File: src/logic/esc_pkg.sv
// escalation class package
// widths, FSM state encoding and the config / status words shared by
// the alert intake, the accumulator and the escalation timer

package esc_pkg;

  //////////////////////////////
  // sizes
  //////////////////////////////

  // number of escalation outputs
  parameter int unsigned N_ESC_SEV = 4;
  // number of timed escalation phases
  parameter int unsigned N_PHASES  = 4;
  // width of a phase index
  parameter int unsigned PHASE_DW  = 2;
  // accumulation, timeout and phase counter width
  parameter int unsigned CNT_W     = 16;

  //////////////////////////////
  // FSM states
  //////////////////////////////

  // phase states carry the phase index in the low bits, msb set
  typedef enum logic [2:0] {
    Idle     = 3'b000,
    Timeout  = 3'b001,
    Terminal = 3'b011,
    Phase0   = 3'b100,
    Phase1   = 3'b101,
    Phase2   = 3'b110,
    Phase3   = 3'b111
  } esc_state_e;

  // static class configuration, 111 bits
  typedef struct packed {
    logic                               en;
    logic [CNT_W-1:0]                   accu_thresh;
    logic [CNT_W-1:0]                   timeout_cyc;
    logic [N_PHASES-1:0][CNT_W-1:0]     phase_cyc;
    logic [N_ESC_SEV-1:0]               esc_en;
    logic [N_ESC_SEV-1:0][PHASE_DW-1:0] esc_map;
    logic [PHASE_DW-1:0]                crashdump_phase;
  } esc_cfg_t;

  // observable class status
  typedef struct packed {
    esc_state_e       state;
    logic [CNT_W-1:0] esc_cnt;
    logic             esc_trig;
    logic             crashdump_valid;
  } esc_status_t;

endpackage

File: src/logic/alert_intake.sv
// alert intake
// masks incoming alert pulses, folds them into a single event per cycle,
// registers that event as the accept strobe and keeps the irq pending flag

module alert_intake #(
  parameter int unsigned N_ALERTS = 4
) (
  input  logic                clk_i,
  input  logic                rst_ni,
  input  logic [N_ALERTS-1:0] alert_i,
  input  logic [N_ALERTS-1:0] alert_en_i,
  input  logic                clr_i,
  output logic                accept_o,
  output logic                irq_o
);

  // at least one enabled alert in this cycle
  logic alert_evt;
  logic accept_q;
  logic irq_q;

  //////////////////////////////
  // masking
  //////////////////////////////

  // several enabled alerts in one cycle still count once
  assign alert_evt = |(alert_i & alert_en_i);

  //////////////////////////////
  // strobe and pending flag
  //////////////////////////////

  always_ff @(posedge clk_i or negedge rst_ni) begin
    if (!rst_ni) begin
      accept_q <= 1'b0;
      irq_q    <= 1'b0;
    end else begin
      // clr beats a simultaneous alert on both the strobe and the flag
      accept_q <= alert_evt & ~clr_i;
      if (clr_i) begin
        irq_q <= 1'b0;
      end else if (alert_evt) begin
        irq_q <= 1'b1;
      end
    end
  end

  // one cycle pulse to the accumulator, no back-pressure
  assign accept_o = accept_q;
  // level, also the timeout enable of the timer
  assign irq_o    = irq_q;

endmodule

File: src/logic/alert_accu.sv
// alert accumulator
// saturating count of accepted alerts; raises a one cycle trigger in the
// strobe cycle whose post-increment count reaches the threshold

module alert_accu (
  input  logic                      clk_i,
  input  logic                      rst_ni,
  input  logic                      accept_i,
  input  logic                      clr_i,
  input  logic [esc_pkg::CNT_W-1:0] thresh_i,
  output logic [esc_pkg::CNT_W-1:0] cnt_o,
  output logic                      accu_trig_o
);

  logic [esc_pkg::CNT_W-1:0] cnt_q;
  // count after this strobe, stuck at all ones
  logic [esc_pkg::CNT_W-1:0] cnt_inc;

  assign cnt_inc = (&cnt_q) ? cnt_q : cnt_q + 1'b1;

  //////////////////////////////
  // counter
  //////////////////////////////

  always_ff @(posedge clk_i or negedge rst_ni) begin
    if (!rst_ni) begin
      cnt_q <= '0;
    end else if (clr_i) begin
      cnt_q <= '0;
    end else if (accept_i) begin
      cnt_q <= cnt_inc;
    end
  end

  //////////////////////////////
  // threshold trigger
  //////////////////////////////

  // combinational, high in the strobe cycle itself
  // a clear in the same cycle wins, the count does not move then
  assign accu_trig_o = accept_i & ~clr_i & (cnt_inc >= thresh_i);

  assign cnt_o = cnt_q;

endmodule

File: src/logic/esc_timer.sv
// escalation timer
// FSM Idle -> (Timeout) -> Phase0..Phase3 -> Terminal with one shared
// cycle counter for the interrupt timeout and the phase durations,
// maps phases onto escalation outputs and latches the crashdump

module esc_timer (
  input  logic                          clk_i,
  input  logic                          rst_ni,
  input  esc_pkg::esc_cfg_t             cfg_i,
  input  logic                          clr_i,
  input  logic                          timeout_en_i,
  input  logic                          accu_trig_i,
  input  logic [esc_pkg::CNT_W-1:0]     accu_cnt_i,
  output logic [esc_pkg::N_ESC_SEV-1:0] esc_sig_req_o,
  output esc_pkg::esc_status_t          status_o,
  output logic [esc_pkg::CNT_W-1:0]     crashdump_o
);

  esc_pkg::esc_state_e state_d, state_q;
  esc_pkg::esc_state_e dump_state;
  logic [esc_pkg::CNT_W-1:0]    cnt_q;
  logic                         cnt_clr;
  logic                         cnt_en;
  logic                         esc_trig;
  logic                         in_phase;
  logic [esc_pkg::PHASE_DW-1:0] phase_idx;
  // one extra bit so the compare never wraps
  logic [esc_pkg::CNT_W:0]      cnt_nxt;
  logic                         phase_done;
  logic                         latch_crashdump;
  logic                         crashdump_valid_q;
  logic [esc_pkg::CNT_W-1:0]    crashdump_q;

  // phase states have the msb set and the index below it
  assign in_phase  = state_q[2];
  assign phase_idx = state_q[1:0];

  // phase k lasts max(phase_cyc[k], 1) cycles, a zero setting gives one
  assign cnt_nxt    = {1'b0, cnt_q} + 1'b1;
  assign phase_done = cnt_nxt >= {1'b0, cfg_i.phase_cyc[phase_idx]};

  //////////////////////////////
  // next state
  //////////////////////////////

  always_comb begin
    state_d  = state_q;
    esc_trig = 1'b0;
    cnt_clr  = 1'b0;
    cnt_en   = 1'b0;
    unique case (state_q)
      esc_pkg::Idle: begin
        cnt_clr = 1'b1;
        if (cfg_i.en && accu_trig_i) begin
          esc_trig = 1'b1;
          state_d  = esc_pkg::Phase0;
        end else if (cfg_i.en && timeout_en_i && cfg_i.timeout_cyc != '0) begin
          state_d = esc_pkg::Timeout;
        end
      end
      esc_pkg::Timeout: begin
        // clr only gets here through the irq level dropping
        if (accu_trig_i || cnt_q >= cfg_i.timeout_cyc) begin
          esc_trig = 1'b1;
          cnt_clr  = 1'b1;
          state_d  = esc_pkg::Phase0;
        end else if (!timeout_en_i) begin
          cnt_clr = 1'b1;
          state_d = esc_pkg::Idle;
        end else begin
          cnt_en = 1'b1;
        end
      end
      esc_pkg::Phase0, esc_pkg::Phase1, esc_pkg::Phase2, esc_pkg::Phase3: begin
        if (clr_i) begin
          cnt_clr = 1'b1;
          state_d = esc_pkg::Idle;
        end else if (phase_done) begin
          // counter restarts on every phase entry
          cnt_clr = 1'b1;
          if (phase_idx == esc_pkg::PHASE_DW'(esc_pkg::N_PHASES - 1)) begin
            state_d = esc_pkg::Terminal;
          end else begin
            state_d = esc_pkg::esc_state_e'({1'b1, phase_idx + 2'd1});
          end
        end else begin
          cnt_en = 1'b1;
        end
      end
      esc_pkg::Terminal: begin
        // held until cleared
        if (clr_i) begin
          cnt_clr = 1'b1;
          state_d = esc_pkg::Idle;
        end
      end
      default: begin
        cnt_clr = 1'b1;
        state_d = esc_pkg::Idle;
      end
    endcase
  end

  //////////////////////////////
  // crashdump
  //////////////////////////////

  // capture on the edge into the selected phase
  assign dump_state      = esc_pkg::esc_state_e'({1'b1, cfg_i.crashdump_phase});
  assign latch_crashdump = (state_d == dump_state) && (state_d != state_q);

  //////////////////////////////
  // registers
  //////////////////////////////

  always_ff @(posedge clk_i or negedge rst_ni) begin
    if (!rst_ni) begin
      state_q           <= esc_pkg::Idle;
      cnt_q             <= '0;
      crashdump_valid_q <= 1'b0;
      crashdump_q       <= '0;
    end else begin
      state_q <= state_d;
      if (cnt_clr) begin
        cnt_q <= '0;
      end else if (cnt_en) begin
        cnt_q <= cnt_nxt[esc_pkg::CNT_W-1:0];
      end
      if (latch_crashdump) begin
        crashdump_valid_q <= 1'b1;
        crashdump_q       <= accu_cnt_i;
      end else if (clr_i) begin
        crashdump_valid_q <= 1'b0;
      end
    end
  end

  //////////////////////////////
  // outputs
  //////////////////////////////

  // straight from the state register, no input path
  always_comb begin
    for (int i = 0; i < esc_pkg::N_ESC_SEV; i++) begin
      esc_sig_req_o[i] = cfg_i.esc_en[i] & in_phase & (cfg_i.esc_map[i] == phase_idx);
    end
  end

  assign status_o = '{
    state:           state_q,
    esc_cnt:         cnt_q,
    esc_trig:        esc_trig,
    crashdump_valid: crashdump_valid_q
  };

  assign crashdump_o = crashdump_q;

endmodule

File: src/logic/esc_top.sv
// escalation class top
// alert intake feeds the accumulator with accept strobes and the timer
// with the irq level; the timer drives escalation and status

module esc_top #(
  parameter int unsigned N_ALERTS = 4
) (
  input  logic                          clk_i,
  input  logic                          rst_ni,
  input  logic [N_ALERTS-1:0]           alert_i,
  input  logic [N_ALERTS-1:0]           alert_en_i,
  input  esc_pkg::esc_cfg_t             cfg_i,
  input  logic                          clr_i,
  output logic                          irq_o,
  output logic [esc_pkg::N_ESC_SEV-1:0] esc_sig_req_o,
  output esc_pkg::esc_status_t          status_o,
  output logic [esc_pkg::CNT_W-1:0]     crashdump_o
);

  // intake -> accumulator strobe
  logic                      accept;
  // accumulator -> timer
  logic                      accu_trig;
  logic [esc_pkg::CNT_W-1:0] accu_cnt;

  alert_intake #(
    .N_ALERTS (N_ALERTS)
  ) u_intake (
    .clk_i      (clk_i),
    .rst_ni     (rst_ni),
    .alert_i    (alert_i),
    .alert_en_i (alert_en_i),
    .clr_i      (clr_i),
    .accept_o   (accept),
    .irq_o      (irq_o)
  );

  alert_accu u_accu (
    .clk_i       (clk_i),
    .rst_ni      (rst_ni),
    .accept_i    (accept),
    .clr_i       (clr_i),
    .thresh_i    (cfg_i.accu_thresh),
    .cnt_o       (accu_cnt),
    .accu_trig_o (accu_trig)
  );

  // irq level doubles as the timeout enable
  esc_timer u_timer (
    .clk_i         (clk_i),
    .rst_ni        (rst_ni),
    .cfg_i         (cfg_i),
    .clr_i         (clr_i),
    .timeout_en_i  (irq_o),
    .accu_trig_i   (accu_trig),
    .accu_cnt_i    (accu_cnt),
    .esc_sig_req_o (esc_sig_req_o),
    .status_o      (status_o),
    .crashdump_o   (crashdump_o)
  );

endmodule

File: config.mk
export PLATFORM = sky130hd
export DESIGN_NAME = esc_top
export DESIGN_NICKNAME = d
export VERILOG_FILES = /design/src/logic/esc_pkg.sv /design/src/logic/alert_intake.sv /design/src/logic/alert_accu.sv /design/src/logic/esc_timer.sv /design/src/logic/esc_top.sv
export SDC_FILE = /design/constraint.sdc
export NUM_CORES = 1
export LEC_CHECK = 0
export BUFFER_PORTS_ARGS = -buffer_cell sky130_fd_sc_hd__buf_2
export CAP_MARGIN = 10
export CELL_PAD_IN_SITES_DETAIL_PLACEMENT = 1
export CELL_PAD_IN_SITES_GLOBAL_PLACEMENT = 1
export CORE_ASPECT_RATIO = 1.75
export CORE_MARGIN = 5
export CORE_UTILIZATION = 42
export CTS_BUF_LIST = sky130_fd_sc_hd__clkbuf_8
export DETAILED_ROUTE_END_ITERATION = 10
export PLACE_DENSITY_LB_ADDON = 0.1
export SLEW_MARGIN = 0
export SYNTH_ARGS = -nofsm -noshare
export SYNTH_HDL_FRONTEND = slang
export SYNTH_HIERARCHICAL = 1
export SYNTH_SLANG_ARGS = --single-unit
File: constraint.sdc
create_clock -name clk_i -period 13.55 [get_ports clk_i]
set_input_delay 1.355 -clock clk_i [delete_from_list [all_inputs] [get_ports clk_i]]
set_output_delay 1.355 -clock clk_i [all_outputs]
set_load 0.02 [all_outputs]
==> flow_summary.toml <==
[status]
status = "complete, no violations"

[yosys]
yosys.area.top_type = "dfrtp_1"
synth-async-reset-ratio = 1.00
synth-edff-count = 0
ys_top_cells_by_area = "dfrtp_1, ha_1, mux4_2"
ys_seq_elements = 54
synth_cell_types = 61
syn_inst = 509
synth.avg_cell_area_um2 = 9.51
synth_top_area_share = 0.279
synth_seq_area_share = 0.279
syn_area_um2 = 4840
synth-main-ff-cell = "dfrtp_1"
yosysWarningCount = 6
syn_nets = 681

[critical_path]
crit_arrival_ps = 4720
cpMaxStageDelayCell = "or4_1"
critPathMaxStageDelay_ps = 890
cp_max_fo = 19
crit_chain = "ha_1 > nand3_1 > or4_1 > nand2b_1 > xnor2_1 > ha_1 > a21o_1 > nand3_1 > a311oi_1 > o31ai_1 > a211oi_1 > nor2_1 > o21ai_0 > a21o_1 > a21oi_1 > o21a_1 > nor3_1 > buf_2"
crit_path_start_kind = "flop"
cp-end-kind = "output pin"
path_class = "flop to output pin"
cp.required_ps = 12190

[pwr]
vdd_drop_max_mv = 0.0619
pwr_density_cell_nw_per_um2 = 58.1
p_total_mw = 0.338
p_leak_nw = 3.17

[cells_and_area]
fin_area_um2 = 5820
fill_cells = 1403
utilization = 0.509
antenna_cells = 0
mostFrequentLayoutCells = "buf_2, inv_1, dfrtp_1"
drive_gt1_frac = 0.347
mostFrequentLayoutCell = "buf_2"
stdcell_count = 794
syn2layout_area_growth_pct = 20.3
fin_nets = 831

[grt]
grt_use_total = 0.217
grt_pass1_wl_um = 24600
grt_start_max_net_pins = 55
grt_pass1_vias = 5126
antenna_found_initial = 0
grt-ovfl-total = 0

[cts]
post_cts_resized = 0
cts_buffer_depth = 2
cts_tree = "yes"
cts_max_level = 2
clkTransAtPathRegs_ps = 100
root_buffer = "clkbuf_8"
ctsHoldBuffers = 0
cts_made_buffers = 5
clock_latency_ps = 320
clock-sinks = 54
postCtsSetupBuffers = 0

[place]
place_area_um2 = 5750
dp_slack_ps = 7840
placedCellCount = 787
gp_congestion = 0.905
io_buffers = 163
dpl.hpwl_um = 12800

[timing]
fin_worst_skew_ps = 10.7
min_period_ps = 6080
max_clock_freq_mhz = 165
final-max-slew-violation-count = 0
setup_ws_ps = 7470
tns_ps = 0
fin_crit_sh = 0.448
worst_slew_pin_slew_ps = 936
max_slew_margin = 0.373
finalSetupViolations = 0
hold_violations = 0
hold_ws_ps = 512
rsz0062_at_grt = "no"

[detailed_routing]
wl_met2_um = 8840
vias = 4514
wl_met3_um = 862
vias_per_cell = 5.69
routed_wl_um = 15100
wl_per_cell_um = 19.1
maxUsedRoutingLayer = "met4"
wl_met1_um = 4850
ant_nets = 0
dr.pass1.iters = 4
drcViolationCount = 0
drt-initial-drc-count = 95

[floorplanning]
die_w_um = 91.2
dieArea_um2 = 13900
placeableCoreArea_um2 = 11500
die_y_um = 152
io_pins = 164
start_util = 0.423
row_count = 52

[flow_run]
maxCapViolations = 0

[min_path]
hp-class = "flop to flop"
power breakdown:
part,leakage [nW],switching [mW],internal (mW)
Clock,0.0438,0.0531,0.0349
Sequential,0.748,0.00400,0.163
Combinational,2.38,0.0429,0.0400
critical path, delay by kind of cell (launching register included):
family / cells / cell delay (ps)
buffers and inverters: 1 / 190
flip-flops: 1 / 470
adder cells (fa/ha/maj): 2 / 610
AO/OA/AOI/OAI: 8 / 1440
AND/OR/NAND/NOR: 6 / 1600
XOR/XNOR: 1 / 90
final cells by class:
class	instances	area, um^2	area share
clock buffers	5	68.8	0.0118
clock inverters	2	10.0	0.00172
inverters	57	214	0.0367
multi-input cells	375	3170	0.545
flip-flops and latches	54	1350	0.232
well taps	135	169	0.0290
repair buffers	166	838	0.144
final timing paths:
path                                          from                 endpoint  slack (ps)  cells past startpoint
setup / recovery                   u_accu/cnt_o[0]              status_o[1]        7470                     18
hold / removal             u_timer/crashdump_o[14]  u_timer/crashdump_o[14]         510                      1
setup reg to reg                   u_accu/cnt_o[0]   u_timer/crashdump_o[1]        7970                     19
hold reg to reg            u_timer/crashdump_o[14]  u_timer/crashdump_o[14]         510                      1
max in group asynchronous                   rst_ni  u_timer/crashdump_o[10]       11920                      2
min in group asynchronous                   rst_ni   u_timer/crashdump_o[4]        1150                      2
metal layers:
metal	up-vias	GRT usage
li1	2139	-
met1	2200	0.199
met2	147	0.440
met3	28	0.0430
met4	0	0.0930
met5	-	0
Yosys cell counts, types with 2 or more instances:
cell,count
buf_2,6
a22oi_2,2
a31oi_1,3
inv_1,57
a211oi_1,4
a21o_1,7
xor2_1,18
and3_1,6
nand3_1,29
dfrtp_1,54
clkbuf_1,9
nand4_4,2
buf_4,2
xnor2_1,20
buf_1,5
and2_1,2
o31ai_1,2
mux2i_1,6
nor4_1,7
and4_4,2
nand2_1,33
mux4_2,16
mux2_2,9
o21ai_0,14
or3_1,3
a311oi_1,2
and4_1,2
nor3_1,12
a211o_1,3
mux2_4,9
o211ai_1,2
o211ai_2,2
o21a_1,5
nand4_1,16
nor2_1,30
nand2b_1,4
a21oi_1,19
a22o_1,13
ha_1,50
registers in the layout (all words and copies together) (netlist names):
| signal | flops |
|---|---|
| u_intake/accept_o | 1 |
| u_timer/cnt_q | 16 |
| u_timer/state_q | 3 |
| u_timer/crashdump_o | 16 |
| u_intake/irq_o | 1 |
| u_timer/crashdump_valid_q | 1 |
| u_accu/cnt_o | 16 |
kinds of logic (layout without fill, tap and decap cells):
| kind of cell | Yosys count | after routing | synth area share |
|---|---|---|---|
| and+or+nand+nor | 155 | 155 | 0.170 |
| AOI/OAI and AO/OA | 92 | 92 | 0.150 |
| buffers and inverters | 80 | 230 | 0.0667 |
| DFF | 54 | 54 | 0.279 |
| adders and majority gates | 50 | 50 | 0.129 |
| muxes | 40 | 40 | 0.136 |
| xor gates and xnor gates | 38 | 38 | 0.0687 |
(Power assumes the default switching activity.)
